## src/rtl/lane_encoder_settings.svh

```systemverilog
// FIFO depths and address widths of the byte-lane encoder
`ifndef LANE_ENCODER_SETTINGS_SVH
`define LANE_ENCODER_SETTINGS_SVH

// input word FIFO
`define RAW_FIFO_DEPTH 4
`define RAW_FIFO_AW    2

// output symbol FIFO, two fully strobed words
`define SYM_FIFO_DEPTH 8
`define SYM_FIFO_AW    3

`endif

```

## src/rtl/lane_types_pkg.sv

```systemverilog
// data-path vector types for the byte-lane encoder
`default_nettype none

package lane_types_pkg;

	// one input word, four byte lanes with lane 0 in the low byte
	typedef logic [31:0] raw_word_t;

	// write strobe, bit n enables lane n
	typedef logic [3:0] wstrb_t;

	// tag of the source word, carried into every symbol
	typedef logic [3:0] word_index_t;

	// lane number within a word
	typedef logic [1:0] lane_t;

	// one lane byte
	typedef logic [7:0] byte_t;

	// encoded symbol, msb to lsb:
	//   [14:11] word index
	//   [10:9]  lane
	//   [8:1]   byte
	//   [0]     even parity over the byte
	typedef logic [14:0] symbol_t;

endpackage

`default_nettype wire

```

## src/rtl/lane_ctrl_pkg.sv

```systemverilog
// state encoding of the encoder control FSM
`default_nettype none

package lane_ctrl_pkg;

	// one-hot, one bit per state
	typedef enum logic [6:0] {
		INIT     = 7'b000_0001,
		RD_READY = 7'b000_0010,
		RF_FULL  = 7'b000_0100,
		ENCODE_0 = 7'b000_1000,
		ENCODE_1 = 7'b001_0000,
		ENCODE_2 = 7'b010_0000,
		ENCODE_3 = 7'b100_0000
	} ctrl_state_t;

endpackage

`default_nettype wire

```

## src/rtl/raw_word_fifo.sv

```systemverilog
// input FIFO holding data, index and strobe of each word, head always visible
`timescale 1ns/1ns
`default_nettype none

`include "lane_encoder_settings.svh"

module raw_word_fifo
	import lane_types_pkg::*;
(
	input  wire         clk,
	input  wire         reset,
	input  wire         push,
	input  raw_word_t   push_data,
	input  word_index_t push_index,
	input  wstrb_t      push_wstrb,
	input  wire         pop,
	output logic        full,
	output logic        empty,
	output logic        taken,
	output raw_word_t   head_data,
	output word_index_t head_index,
	output wstrb_t      head_wstrb
);

	localparam int ENTRY_W = $bits(raw_word_t) + $bits(word_index_t) + $bits(wstrb_t);

	// one entry holds {data, index, strobe}
	logic [ENTRY_W-1:0] mem [`RAW_FIFO_DEPTH];

	logic [`RAW_FIFO_AW-1:0] wr_ptr;
	logic [`RAW_FIFO_AW-1:0] rd_ptr;
	logic [`RAW_FIFO_AW:0]   count;
	logic                    push_ok;

	assign full    = (count == (`RAW_FIFO_AW + 1)'(`RAW_FIFO_DEPTH));
	assign empty   = (count == '0);
	// writes into a full FIFO are dropped
	assign push_ok = push & ~full;
	assign taken   = pop & ~empty;

	assign {head_data, head_index, head_wstrb} = mem[rd_ptr];

	always_ff @(posedge clk)
	begin
		if (push_ok)
			mem[wr_ptr] <= {push_data, push_index, push_wstrb};
	end

	always_ff @(posedge clk)
	begin
		if (reset)
		begin
			wr_ptr <= '0;
			rd_ptr <= '0;
			count  <= '0;
		end
		else
		begin
			if (push_ok)
				wr_ptr <= wr_ptr + 1'b1;
			if (taken)
				rd_ptr <= rd_ptr + 1'b1;

			// simultaneous push and pop leaves the count unchanged
			case ({push_ok, taken})
				2'b10:   count <= count + 1'b1;
				2'b01:   count <= count - 1'b1;
				default: count <= count;
			endcase
		end
	end

endmodule

`default_nettype wire

```

## src/rtl/lane_encoder.sv

```systemverilog
// word holding register and symbol builder for the selected lane
`timescale 1ns/1ns
`default_nettype none

module lane_encoder
	import lane_types_pkg::*;
(
	input  wire         clk,
	input  wire         reset,
	input  wire         load,
	input  raw_word_t   load_data,
	input  word_index_t load_index,
	input  wstrb_t      load_wstrb,
	input  lane_t       lane_sel,
	output symbol_t     sym_data,
	output logic        lane_strobed
);

	raw_word_t   word_q;
	word_index_t index_q;
	wstrb_t      wstrb_q;

	byte_t       sel_byte;
	logic        parity;

	// payload follows the FIFO head on each accepted pop
	always_ff @(posedge clk)
	begin
		if (load)
		begin
			word_q  <= load_data;
			index_q <= load_index;
		end
	end

	// strobe bits of the held word
	always_ff @(posedge clk)
	begin
		if (reset)
			wstrb_q <= '0;
		else if (load)
			wstrb_q <= load_wstrb;
	end

	// lane n sits at bits 8n+7 .. 8n
	assign sel_byte     = word_q[{lane_sel, 3'b000} +: 8];
	assign lane_strobed = wstrb_q[lane_sel];

	// xor of the byte makes the total ones count even
	assign parity = ^sel_byte;

	assign sym_data = {index_q, lane_sel, sel_byte, parity};

endmodule

`default_nettype wire

```

## src/rtl/symbol_fifo.sv

```systemverilog
// show-ahead output FIFO of encoded symbols, with synchronous clear
`timescale 1ns/1ns
`default_nettype none

`include "lane_encoder_settings.svh"

module symbol_fifo
	import lane_types_pkg::*;
(
	input  wire     clk,
	input  wire     reset,
	input  wire     clr,
	input  wire     push,
	input  symbol_t push_data,
	input  wire     pop,
	output logic    full,
	output logic    empty,
	output symbol_t head
);

	symbol_t mem [`SYM_FIFO_DEPTH];

	logic [`SYM_FIFO_AW-1:0] wr_ptr;
	logic [`SYM_FIFO_AW-1:0] rd_ptr;
	logic [`SYM_FIFO_AW:0]   count;
	logic                    push_ok;
	logic                    pop_ok;

	assign full  = (count == (`SYM_FIFO_AW + 1)'(`SYM_FIFO_DEPTH));
	assign empty = (count == '0);

	// push while full and pop while empty are both ignored
	assign push_ok = push & ~full;
	assign pop_ok  = pop & ~empty;

	// oldest symbol, valid whenever empty is low
	assign head = mem[rd_ptr];

	always_ff @(posedge clk)
	begin
		if (push_ok)
			mem[wr_ptr] <= push_data;
	end

	always_ff @(posedge clk)
	begin
		if (reset || clr)
		begin
			wr_ptr <= '0;
			rd_ptr <= '0;
			count  <= '0;
		end
		else
		begin
			if (push_ok)
				wr_ptr <= wr_ptr + 1'b1;
			if (pop_ok)
				rd_ptr <= rd_ptr + 1'b1;

			case ({push_ok, pop_ok})
				2'b10:   count <= count + 1'b1;
				2'b01:   count <= count - 1'b1;
				default: count <= count;
			endcase
		end
	end

endmodule

`default_nettype wire

```

## src/rtl/encode_ctrl.sv

```systemverilog
// one-hot control FSM: word pop, output full checks and lane writes
`timescale 1ns/1ns
`default_nettype none

module encode_ctrl
	import lane_types_pkg::*;
	import lane_ctrl_pkg::*;
(
	input  wire   clk,
	input  wire   reset,
	input  wire   raw_empty,
	input  wire   raw_taken,
	output logic  raw_pop,
	input  wire   sym_full,
	output logic  sym_clr,
	output lane_t lane_sel,
	output logic  lane_write,
	output logic  busy
);

	ctrl_state_t state;
	ctrl_state_t next_state;

	// next lane to encode
	lane_t lane_cnt;
	logic  lane_inc;
	logic  lane_clr;

	always_ff @(posedge clk)
	begin
		if (reset)
		begin
			state    <= INIT;
			lane_cnt <= '0;
		end
		else
		begin
			state <= next_state;
			if (lane_clr)
				lane_cnt <= '0;
			else if (lane_inc)
				lane_cnt <= lane_cnt + 1'b1;
		end
	end

	assign lane_sel = lane_cnt;

	always_comb
	begin
		raw_pop    = 1'b0;
		sym_clr    = 1'b0;
		lane_write = 1'b0;
		busy       = 1'b0;
		lane_inc   = 1'b0;
		lane_clr   = 1'b0;
		next_state = state;

		case (state)
			INIT:
			begin
				// flush the output side once after reset
				sym_clr    = 1'b1;
				lane_clr   = 1'b1;
				next_state = RD_READY;
			end

			RD_READY:
			begin
				raw_pop = 1'b1;
				if (raw_empty)
					next_state = RD_READY;
				else if (raw_taken && sym_full)
					next_state = RF_FULL;
				else if (raw_taken)
					next_state = ENCODE_0;
			end

			RF_FULL:
			begin
				busy = 1'b1;
				// hold the lane until the output FIFO has room
				if (sym_full)
					next_state = RF_FULL;
				else
				begin
					case (lane_cnt)
						2'd0:    next_state = ENCODE_0;
						2'd1:    next_state = ENCODE_1;
						2'd2:    next_state = ENCODE_2;
						default: next_state = ENCODE_3;
					endcase
				end
			end

			ENCODE_0, ENCODE_1, ENCODE_2:
			begin
				busy       = 1'b1;
				lane_write = 1'b1;
				lane_inc   = 1'b1;
				next_state = RF_FULL;
			end

			ENCODE_3:
			begin
				busy       = 1'b1;
				lane_write = 1'b1;
				lane_clr   = 1'b1;
				next_state = RD_READY;
			end

			// corrupted one-hot value
			default:
				next_state = INIT;
		endcase
	end

endmodule

`default_nettype wire

```

## src/rtl/lane_encoder_top.sv

```systemverilog
// byte-lane encoder top: input FIFO, lane encoder, control FSM, symbol FIFO
`timescale 1ns/1ns
`default_nettype none

module lane_encoder_top
	import lane_types_pkg::*;
(
	input  wire         clk,
	input  wire         reset,
	input  wire         word_push,
	input  raw_word_t   word_data,
	input  word_index_t word_index,
	input  wstrb_t      word_wstrb,
	output logic        word_full,
	input  wire         sym_pop,
	output symbol_t     sym_out,
	output logic        sym_empty,
	output logic        busy
);

	logic        raw_empty;
	logic        raw_pop;
	logic        raw_taken;
	raw_word_t   raw_head_data;
	word_index_t raw_head_index;
	wstrb_t      raw_head_wstrb;

	lane_t       lane_sel;
	symbol_t     sym_data;
	logic        lane_strobed;
	logic        lane_write;
	logic        sym_push;
	logic        sym_clr;
	logic        sym_full;

	// unstrobed lanes are stepped over without a write
	assign sym_push = lane_write & lane_strobed;

	raw_word_fifo u_raw_fifo (
		.clk        (clk),
		.reset      (reset),
		.push       (word_push),
		.push_data  (word_data),
		.push_index (word_index),
		.push_wstrb (word_wstrb),
		.pop        (raw_pop),
		.full       (word_full),
		.empty      (raw_empty),
		.taken      (raw_taken),
		.head_data  (raw_head_data),
		.head_index (raw_head_index),
		.head_wstrb (raw_head_wstrb)
	);

	lane_encoder u_encoder (
		.clk          (clk),
		.reset        (reset),
		.load         (raw_taken),
		.load_data    (raw_head_data),
		.load_index   (raw_head_index),
		.load_wstrb   (raw_head_wstrb),
		.lane_sel     (lane_sel),
		.sym_data     (sym_data),
		.lane_strobed (lane_strobed)
	);

	encode_ctrl u_ctrl (
		.clk        (clk),
		.reset      (reset),
		.raw_empty  (raw_empty),
		.raw_taken  (raw_taken),
		.raw_pop    (raw_pop),
		.sym_full   (sym_full),
		.sym_clr    (sym_clr),
		.lane_sel   (lane_sel),
		.lane_write (lane_write),
		.busy       (busy)
	);

	symbol_fifo u_sym_fifo (
		.clk       (clk),
		.reset     (reset),
		.clr       (sym_clr),
		.push      (sym_push),
		.push_data (sym_data),
		.pop       (sym_pop),
		.full      (sym_full),
		.empty     (sym_empty),
		.head      (sym_out)
	);

endmodule

`default_nettype wire

```

## config.mk

```make
export PLATFORM = sky130hd
export DESIGN_NAME = lane_encoder_top
export DESIGN_NICKNAME = d
export VERILOG_FILES = /design/src/rtl/lane_types_pkg.sv /design/src/rtl/lane_ctrl_pkg.sv /design/src/rtl/raw_word_fifo.sv /design/src/rtl/lane_encoder.sv /design/src/rtl/symbol_fifo.sv /design/src/rtl/encode_ctrl.sv /design/src/rtl/lane_encoder_top.sv
export VERILOG_INCLUDE_DIRS = /design/src /design/src/rtl
export SDC_FILE = /design/constraint.sdc
export NUM_CORES = 1
export LEC_CHECK = 0
export BUFFER_PORTS_ARGS = -buffer_cell sky130_fd_sc_hd__buf_2
export CAP_MARGIN = 0
export CORE_UTILIZATION = 35
export DETAILED_ROUTE_END_ITERATION = 8
export REMOVE_ABC_BUFFERS = 1
export SLEW_MARGIN = 20
export SYNTH_ARGS = -nofsm -noshare
export SYNTH_HDL_FRONTEND = slang
export SYNTH_SLANG_ARGS = --single-unit
```

## constraint.sdc

```tcl
create_clock -name clk -period 4.15 [get_ports clk]
set_input_delay 0 -clock clk [delete_from_list [all_inputs] [get_ports clk]]
set_output_delay 0 -clock clk [all_outputs]
set_load 0.05 [all_outputs]
```

After elaboration in Yosys (flattened, before gate mapping)
Memory sizes are Yosys's and may differ from the RTL's. A register that Yosys moved wholly into a read port is not among the register bits.
Cells that the tools add are included.
{"block": "totals", "ff_bits": 66, "ram_bits": 280, "inputBits": 44, "output_inout_bits": 18, "elab_cells": 86, "n_memories": 2}
{"block": "op_classes", "add_sub_neg": 9, "order_cmp": 1, "eq_ne": 16, "shifts": 1, "muxes": 24, "n_bitwise": 9, "reduce_logical": 13}
{"memory": "u_raw_fifo.mem", "words": 4, "word_bits": 40, "read_ports": 1, "rd_clocked_by_memory_dff": 1, "write_ports": 1, "line_no": "raw_word_fifo.sv:28", "text": "logic [ENTRY_W-1:0] mem [`RAW_FIFO_DEPTH];"}
{"memory": "u_sym_fifo.mem", "words": 8, "word_bits": 15, "read_ports": 1, "rd_clocked_by_memory_dff": 1, "write_ports": 1, "line_no": "symbol_fifo.sv:21", "text": "symbol_t mem [`SYM_FIFO_DEPTH];"}
{"op": "$shiftx 32x6->8", "n": 1}
{"op": "$mux 7", "n": 4}
{"op": "$pmux 7 s4", "n": 1}
{"op": "$pmux 7 s3", "n": 1}
{"op": "$mux 1", "n": 11}
{"op": "$add 3x1->3 const B", "n": 3}
{"op": "$pmux 4 s2", "n": 1}
{"op": "$reduce_xor 8->1", "n": 1}
{"op": "$eq 7x1->1 const B", "n": 1}
{"op": "$eq 7x2->1 const B", "n": 1}
{"op": "$eq 7x3->1 const B", "n": 1}
{"op": "$eq 7x4->1 const B", "n": 1}
{"op": "$eq 7x5->1 const B", "n": 1}
{"op": "$eq 7x6->1 const B", "n": 1}
{"op": "$eq 7x7->1 const B", "n": 1}
{"op": "$add 2x1->2 const B", "n": 3}
{"op": "$eq 2x1->1 const B", "n": 3}
{"op": "$eq 2x2->1 const B", "n": 3}
{"op": "$mux 3", "n": 2}
{"op": "$pmux 3 s2", "n": 1}
{"op": "$and 1x1->1", "n": 5}
{"op": "$reduce_or 5->1", "n": 1}
{"op": "$add 4x1->4 const B", "n": 1}
{"op": "$eq 4x4->1 const B", "n": 1}
{"op": "other kinds (17)", "n": 23}

Longest topological paths before layout
Gate-level depths: netlist of the first run.
{"block": "logic_depth", "ltp_word": 7, "ltp_mapped": 13, "mapped_depth_nobuf": 12}

Modules after synthesis
A second synthesis of the first run with hierarchy kept.
{"block": "hier_totals", "cells_unflattened": 646, "hier_area_um2": 13673.1}
{"mod": "raw_word_fifo", "n_inst": 1, "cells_per_inst": 263, "area_each_um2": 6304.8}
{"mod": "symbol_fifo", "n_inst": 1, "cells_per_inst": 249, "area_each_um2": 5207.5}
{"mod": "lane_encoder", "n_inst": 1, "cells_per_inst": 70, "area_each_um2": 1541.5}
{"mod": "encode_ctrl", "n_inst": 1, "cells_per_inst": 63, "area_each_um2": 613.1}
{"mod": "lane_encoder_top", "n_inst": 1, "cells_per_inst": 1, "area_each_um2": 6.3}

Worst setup path before layout of the first run
Ideal clock, no wire load.
{"block": "synth_timing", "path_kind": "reg-to-reg", "from": "register u_sym_fifo.count[1]", "to": "register u_sym_fifo.count[2]", "arrival_ns": 3.747, "path_slack_ns": 0.333, "stages_incl_launch_ff": 11, "n_path_buf": 1, "path_cell_list": "dfxtp_1 > buf_2 > nor4_1 > nor2b_1 > ha_1 > xor2_1 > ha_1 > a21oi_1 > xor2_1 > or3_1 > a21oi_1"}
{"block": "synth_via", "elab_chain_cells": 5}
{"element": "from (decl)", "line_no": "symbol_fifo.sv:25", "text": "logic [`SYM_FIFO_AW:0] count;"}
{"element": "from (signal assigned)", "line_no": "symbol_fifo.sv:61", "text": "2'b10: count <= count + 1'b1;"}
{"element": "from (signal assigned)", "line_no": "symbol_fifo.sv:62", "text": "2'b01: count <= count - 1'b1;"}
{"element": "from (signal assigned)", "line_no": "symbol_fifo.sv:63", "text": "default: count <= count;"}
{"element": "$logic_not 4->1 (*)", "line_no": "symbol_fifo.sv:30", "text": "assign empty = (count == '0);"}
{"element": "net sym_empty", "line_no": "lane_encoder_top.sv:17", "text": "output logic sym_empty,"}
{"element": "$not 1->1 (*)", "line_no": "symbol_fifo.sv:34", "text": "assign pop_ok = pop & ~empty;"}
{"element": "$and 1x1->1 (*)", "line_no": "symbol_fifo.sv:34"}
{"element": "$eq 2x1->1 or $eq 2x2->1 (tied branches)", "line_no": "symbol_fifo.sv:60", "text": "case ({push_ok, pop_ok})"}
{"element": "$pmux 4 s2 or $reduce_bool 2->1 (tied branches)"}
Mark *: on every way through the listed nets, which the timed path passes. The rest lies on a longest branch.
A chain may end at the register's enable or synchronous reset.

Final worst setup path of the first run
{"block": "layout_timing", "from": "register u_ctrl.lane_cnt[1], in the netlist u_ctrl.lane_sel[1]", "to": "register u_sym_fifo.count[2]"}
{"block": "layout_via", "elab_chain_cells": 6}
{"element": "from (decl)", "line_no": "encode_ctrl.sv:25", "text": "lane_t lane_cnt;"}
{"element": "from (signal assigned)", "line_no": "encode_ctrl.sv:42", "text": "lane_cnt <= lane_cnt + 1'b1;"}
{"element": "$bmux 1 s2 (*)", "line_no": "lane_encoder.sv:47", "text": "assign lane_strobed = wstrb_q[lane_sel];"}
{"element": "$mux 1 (not written as such) (*)", "line_no": "lane_encoder.sv:47"}
{"element": "$and 1x1->1 (*)", "line_no": "lane_encoder_top.sv:37", "text": "assign sym_push = lane_write & lane_strobed;"}
{"element": "$and 1x1->1 (*)", "line_no": "symbol_fifo.sv:33", "text": "assign push_ok = push & ~full;"}
{"element": "$eq 2x1->1 or $eq 2x2->1 (tied branches)", "line_no": "symbol_fifo.sv:60"}
{"element": "$pmux 4 s2 or $reduce_bool 2->1 (tied branches)"}
Mark *: on every way between the ends. The rest lies on a longest branch, timed or not. The select of a mux whose other input is x is not followed.

==> results of run 1 <==
cell type report:
type	instances	area [µm²]
clock buffers	54	1060
clock inverters	12	144
fillers	3286	21700
inverters	13	48.8
multi-input cells	252	3110
flip-flops and latches	351	10200
well taps	511	639
repair buffers	122	871
sequential cells by signal (all words and copies together) (netlist names), named ones only:
register	count
u_raw_fifo.mem	160
u_sym_fifo.mem	120
u_encoder.word_q	32
u_ctrl.state	7
u_encoder.index_q	4
u_encoder.wstrb_q	4
u_sym_fifo.count	4
u_raw_fifo.count	3
u_sym_fifo.rd_ptr	3
u_sym_fifo.wr_ptr	3
u_ctrl.lane_sel	2
u_raw_fifo.rd_ptr	2
u_raw_fifo.wr_ptr	2
cell families (layout without fill, tap and decap cells):
logic type	count (synthesis)	in the layout	share of synthesized area
buffers and inverters	40	201	0.0134
xor gates and xnor gates	22	22	0.0149
muxes	101	101	0.150
adders and majority gates	15	15	0.0145
and+or+nand+nor	78	78	0.0331
DFF	351	351	0.758
AOI/OAI and AO/OA	36	36	0.0167
power groups by stage:
stage / Combinational (mW) / Sequential (mW) / Clock (mW)
6_report: 0.304 / 4.00 / 3.23
5_1_grt: 0.336 / 4.01 / 3.45
4_1_cts: 0.312 / 4.00 / 3.32
3_5_place_dp: 0.279 / 4.08 / 0
3_3_place_gp: 0.273 / 4.07 / 0
2_1_floorplan: 0.164 / 4.07 / 0
synthesized netlist by cell type, drive strengths merged, types with 5 or more instances:
master | n | area share
or3 | 5 | 0.0027
clkbuf | 13 | 0.0037
inv | 13 | 0.0036
ha | 14 | 0.013
mux2 | 15 | 0.013
mux4 | 78 | 0.13
o21ai | 11 | 0.0041
a21oi | 12 | 0.0047
edfxtp | 316 | 0.71
xnor2 | 12 | 0.0084
xor2 | 10 | 0.0065
mux2i | 8 | 0.0060
dfxtp | 35 | 0.052
nor2 | 28 | 0.0080
nand2 | 6 | 0.0017
buf | 14 | 0.0060
nand2b | 6 | 0.0028
per-stage QoR:
stage           util  power, mW  std cells
2_1_floorplan      -       4.24        616
3_3_place_gp   0.382       4.35       1206
3_5_place_dp   0.382       4.36       1206
4_1_cts        0.426       7.63       1315
5_1_grt        0.426       7.79       1315
6_report       0.426       7.54       1315
path summary, 6_finish.rpt:
| kind | to | cells after the start | slack, ns |
|---|---|---|---|
| setup / recovery | u_sym_fifo.count[2] | 12 | 1.13 |
| hold / removal | u_raw_fifo.mem[2][37] | 2 | 0.23 |
| setup reg to reg | u_sym_fifo.count[2] | 12 | 1.13 |
| hold reg to reg | flip-flop | 2 | 0.49 |
routing by layer:
layer | share of wire | vias up
met1 | 0.44 | 3254
met5 | 0 | -
met4 | 0.017 | 0
met2 | 0.51 | 95
met3 | 0.035 | 42
li1 | - | 2875
what timing repair did:
action / 4_1_cts / 5_1_grt
hold buffers: 43 / 0
endpoints found under the setup margin: 0 / 0
hold endpoints to repair: 176 / 0
resized for setup: 0 / 0
setup buffers: 0 / 0
==> results_dict.tcl, run 1 <==
set metrics [dict create \
    initial_core_util 0.356 \
    worst_setup_path_startpoint "u_ctrl.lane_sel[1]" \
    drt_wl_total_um 24400 \
    global_route.usage.met3 0.0233 \
    die_x_um 198 \
    dp_hpwl_um 14600 \
    global_route.usage.met1 0.166 \
    antenna_found_initial 0 \
    clk-insertion-delay-late_ns 0.52 \
    ys.warnings.count 0 \
    seq_power_share 0.531 \
    gate_family_responsible_for_the_most_delay_along_the_worst_path "compound AO/OA/AOI/OAI gates" \
    powerDensity_mw_per_mm2 469 \
    final_max_slew_viol_count 0 \
    post_synth_instance_area_mm2 0.0134 \
    cts_root_buf "clkbuf_16" \
    die_height_um 198 \
    critPathKind "reg2reg" \
    ys.flop_type "edfxtp_1" \
    outcome "finished clean" \
    number_of_global_route_vias_before_repair 6730 \
    routabilityCongestion 0.745 \
    cp_slowest_cell "dfxtp_1" \
    arrival_ns 3.44 \
    worst_hold_path_type "in2reg" \
    hold_path.startpoint "word_data[29]" \
    num-nets-final 835 \
    crit_path_end_kind "flip-flop" \
    worst_setup_slack_before_clock_tree_synthesis_ns 1.18 \
    port-buffer-count 61 \
    drt_pre_antenna_iters 4 \
    grt_max_degree 44 \
    grt.overflow.total 0 \
    critPathMaxStageDelay_ns 0.49 \
    setup-violations-final 0 \
    routedWlPerCell_um 18.6 \
    clock-skew-final_ns 0.0218 \
    drive_above_1_share 0.305 \
    share_of_the_yosys_chip_area_belonging_to_registers 0.758 \
    via_count 6266 \
    layout.cells.most_common_list "edfxtp_1 (316), mux4_2 (76), buf_2 (61)" \
    synthArstFlopShare 0 \
    type_of_origin_of_the_critical_path "flip-flop" \
    wp_buf_inv 2 \
    placeableCoreArea_mm2 0.0378 \
    irDropWorstVdd_v 0.000292 \
    leakage_nw 5.17 \
    wire_length_of_the_first_global_routing_pass_um 38400 \
    worst-slew-pin-transition_ns 0.941 \
    hold_viol 0 \
    fmaxAchievable_mhz 331 \
    fp.dieArea_mm2 0.0392 \
    cell_int_power_mw 6.07 \
    remaining_drc_errors 0 \
    clkSlewWorstSetupHoldPaths_ns 0.06 \
    final.setup.worst_slack_ns 1.13 \
    worst_r2r_startpoint "u_ctrl.lane_sel[1]" \
    critPathRequiredTime_ns 4.57 \
    antenna-diode-count 0 \
    switchingPower_mw 1.47 \
    yosys_register_bits 351 \
    worstPathMaxFanout 15 \
    dpl-instance-area_mm2 0.0144 \
    final.min_clock_period_ns 3.02 \
    maxCapViolCount 0 \
    cts_tree "yes" \
    mapped_cells 643 \
    layout-area-overhead-vs-synth_pct 19.5 \
    setup_repair_after_global_routing_missed_its_margin "no" \
    grt-busiest-layer "met2" \
    clock_path_buffers 3 \
    most_common_cell_after_layout_fill_and_taps_aside "edfxtp_1" \
    global_route.usage.total 0.129 \
    h-tree-depth 2 \
    synth_area_per_cell_um2 20.9 \
    groute.layer.met2.usage 0.224 \
    ant_nets 0 \
    detailedRoute.firstIterationViolations 424 \
    cts-buffers-inserted 36 \
    power.switching_fraction 0.195 \
    slew_headroom 0.372 \
    cell_area_after_layout_mm2 0.0161 \
    final.setup.tns_ns 0 \
    part_of_the_power_in_the_clock_network 0.429 \
    pin_count 62 \
    hold_ws_ns 0.227 \
    number_of_clock_sinks 351 \
    synth_edf_count 316 \
    placementRows 71 \
    post_drt_via_cell_ratio 4.77 \
    logic_pwr_share 0.040 \
    crit_chain "buf_4 -> a211oi_2 -> a211o_1 -> nor2_1 -> inv_1 -> ha_1 -> xor2_1 -> ha_1 -> a21oi_1 -> xor2_1 -> or3_1 -> a21oi_1" \
    post_synth_num_cell_types 55 \
    final.period_utilization 0.728 \
]
(Power assumes the default switching activity.)
==> run 2: changes to the inputs <==
==> constraint.sdc (replaced) <==
create_clock -name clk -period 2.5 [get_ports clk]
set_input_delay 0 -clock clk [delete_from_list [all_inputs] [get_ports clk]]
set_output_delay 0 -clock clk [all_outputs]
set_load 0.05 [all_outputs]
==> run 2 against run 1 <==
First-iteration DRC count decreased by 9.7%; worst setup slack got worse by 1.0 ns; final cell count increased by 1.7%; sequential cell count unchanged; sequential power increased by 66%; routed wire length increased by 0.22%; core utilization increased by 0.72 points; cell area increased by 1.7%; clock skew decreased by 0.0079 ns; register-to-register slack got worse by 1.0 ns; via count increased by 1.4%; critical path type unchanged; highest routed layer unchanged.
==> results_dict.tcl, run 2 (synthesis results as in run 1) <==
set metrics [dict create \
    fp.dieArea_mm2 0.0392 \
    dp_hpwl_um 13900 \
    final.period_utilization 0.966 \
    die_height_um 198 \
    drt_wl_total_um 24500 \
    via_count 6356 \
    logic_pwr_share 0.045 \
    clkSlewWorstSetupHoldPaths_ns 0.06 \
    detailedRoute.firstIterationViolations 383 \
    routabilityCongestion 0.689 \
    drt_pre_antenna_iters 4 \
    fin_cells 1337 \
    placementRows 71 \
    remaining_drc_errors 0 \
    clk-insertion-delay-late_ns 0.50 \
    routedWlPerCell_um 18.3 \
    port-buffer-count 61 \
    gate_family_responsible_for_the_most_delay_along_the_worst_path "simple AND/OR/NAND/NOR gates" \
    layout-area-overhead-vs-synth_pct 21.5 \
    hold_viol 0 \
    registers.top_by_ff_count "u_raw_fifo.mem" \
    critPathRequiredTime_ns 2.94 \
    antenna-diode-count 0 \
    power.switching_fraction 0.200 \
    final.min_clock_period_ns 2.42 \
    most_common_cell_after_layout_fill_and_taps_aside "edfxtp_1" \
    drive_above_1_share 0.346 \
    part_of_the_power_in_the_clock_network 0.406 \
    wire_length_of_the_first_global_routing_pass_um 38800 \
    fill_cells 3289 \
    number_of_global_route_vias_before_repair 6811 \
    clock-skew-final_ns 0.0139 \
    cell_int_power_mw 9.66 \
    grt.overflow.total 0 \
    ant_nets 0 \
    leakage_nw 5.27 \
    die_x_um 198 \
    pin_count 62 \
    cp_slowest_cell "or3_4" \
    antenna_found_initial 0 \
    worst_hold_path_type "in2reg" \
    arrival_ns 2.85 \
    irDropWorstVdd_v 0.000527 \
    cts_root_buf "clkbuf_16" \
    critPathMaxStageDelay_ns 0.40 \
    post_drt_via_cell_ratio 4.75 \
    placeableCoreArea_mm2 0.0378 \
    maxCapViolCount 0 \
    number_of_clock_sinks 351 \
    powerDensity_mw_per_mm2 739 \
    initial_core_util 0.356 \
    critPathKind "reg2reg" \
    crit_path_end_kind "flip-flop" \
    global_route.usage.total 0.129 \
    worst-slew-pin-transition_ns 0.629 \
    final_max_slew_viol_count 0 \
    worstPathMaxFanout 4 \
    wp_buf_inv 2 \
    setup-violations-final 0 \
    type_of_origin_of_the_critical_path "flip-flop" \
    clock_path_buffers 3 \
    final.setup.tns_ns 0 \
    num-nets-final 860 \
    cts-buffers-inserted 35 \
    max_ffs_per_register 160 \
    switchingPower_mw 2.42 \
    cts_tree "yes" \
    layout.cells.most_common_list "edfxtp_1 (316), mux4_2 (76), buf_2 (61)" \
    h-tree-depth 2 \
    grt_max_degree 44 \
    outcome "finished clean" \
    crit_chain "or3_4 -> nor2_4 -> nand4b_1 -> inv_2 -> ha_2 -> inv_1 -> fa_2 -> xor2_1 -> or3_1 -> a21oi_2" \
    dpl.cell_count 1231 \
    setup_repair_after_global_routing_missed_its_margin "yes" \
    fmaxAchievable_mhz 414 \
    top_regs "u_raw_fifo.mem: 160 flops, u_sym_fifo.mem: 120 flops, u_encoder.word_q: 32 flops" \
    seq_power_share 0.549 \
    slew_headroom 0.581 \
]
[run 2: final timing paths]
| kind | startpoint | to | slack [ns] | cells after the start |
|---|---|---|---|---|
| min | word_push | u_raw_fifo.wr_ptr[0] | 0.05 | 5 |
| max reg2reg | u_ctrl.state[5] | u_raw_fifo.count[2] | 0.08 | 10 |
| max | u_ctrl.state[5] | u_raw_fifo.count[2] | 0.08 | 10 |
| min reg2reg | u_encoder.wstrb_q[0] | u_encoder.wstrb_q[0] | 0.50 | 2 |
[run 2: metal layers]
layer | global-route usage | vias up | wire length, µm
met2 | 0.219 | 123 | 11900
met1 | 0.170 | 3265 | 11000
li1 | - | 2929 | -
met4 | 0.0339 | 0 | 495
met3 | 0.0255 | 39 | 1080
met5 | 0 | - | 0
[run 2: timing repair]
| action | in CTS | in global routing |
|---|---|---|
| endpoints found under the hold margin | 175 | 0 |
| buffers inserted | 1 | 2 |
| hold buffers | 41 | 0 |
| pin swaps | 1 | 7 |
| setup endpoints to repair | 1 | 10 |
| gates resized for setup | 2 | 24 |
[run 2: power groups by stage]
stage / Sequential, mW / Clock (mW) / Combinational, mW
floorplan: 6.76 / 0 / 0.272
global placement: 6.75 / 0 / 0.483
finish: 6.63 / 4.90 / 0.543
global route: 6.65 / 5.25 / 0.599
CTS: 6.63 / 5.05 / 0.548
detailed placement: 6.76 / 0 / 0.494
[run 2: final cells by class]
cell class | count | area, µm² | share of cell area
repair buffers | 148 | 1200 | 0.0733
clock inverters | 15 | 110 | 0.00674
multi-input cells | 252 | 3180 | 0.195
flip-flops and latches | 351 | 10200 | 0.624
clock buffers | 47 | 963 | 0.0589
inverters | 13 | 48.8 | 0.00299
well taps | 511 | 639 | 0.0391
[run 2: worst reg2reg max path: stages, from the launching register on]
cell and delay, ns:
dfxtp_2 0.34, or3_4 0.40, nor2_4 0.10, nand4b_1 0.17
inv_2 0.10, ha_2 0.18, inv_1 0.06, fa_2 0.38
xor2_1 0.15, or3_1 0.34, a21oi_2 0.14
[run 2: metrics by stage]
stage / utilization / hold WS, ns / worst slack (ns) / instance area (µm²) / power [mW]
after global routing: 0.433 / 0.129 / -0.0228 / 16300 / 12.5
after CTS: 0.431 / 0.0400 / 0.00185 / 16300 / 12.2
after detailed placement: 0.391 / 0.219 / 0.0150 / 14800 / 7.25
final: 0.433 / 0.0519 / 0.0838 / 16300 / 12.1
after global placement: 0.391 / 0.215 / 0.0963 / 14800 / 7.23
after floorplan: - / 0.0691 / -1.27 / 13300 / 7.03
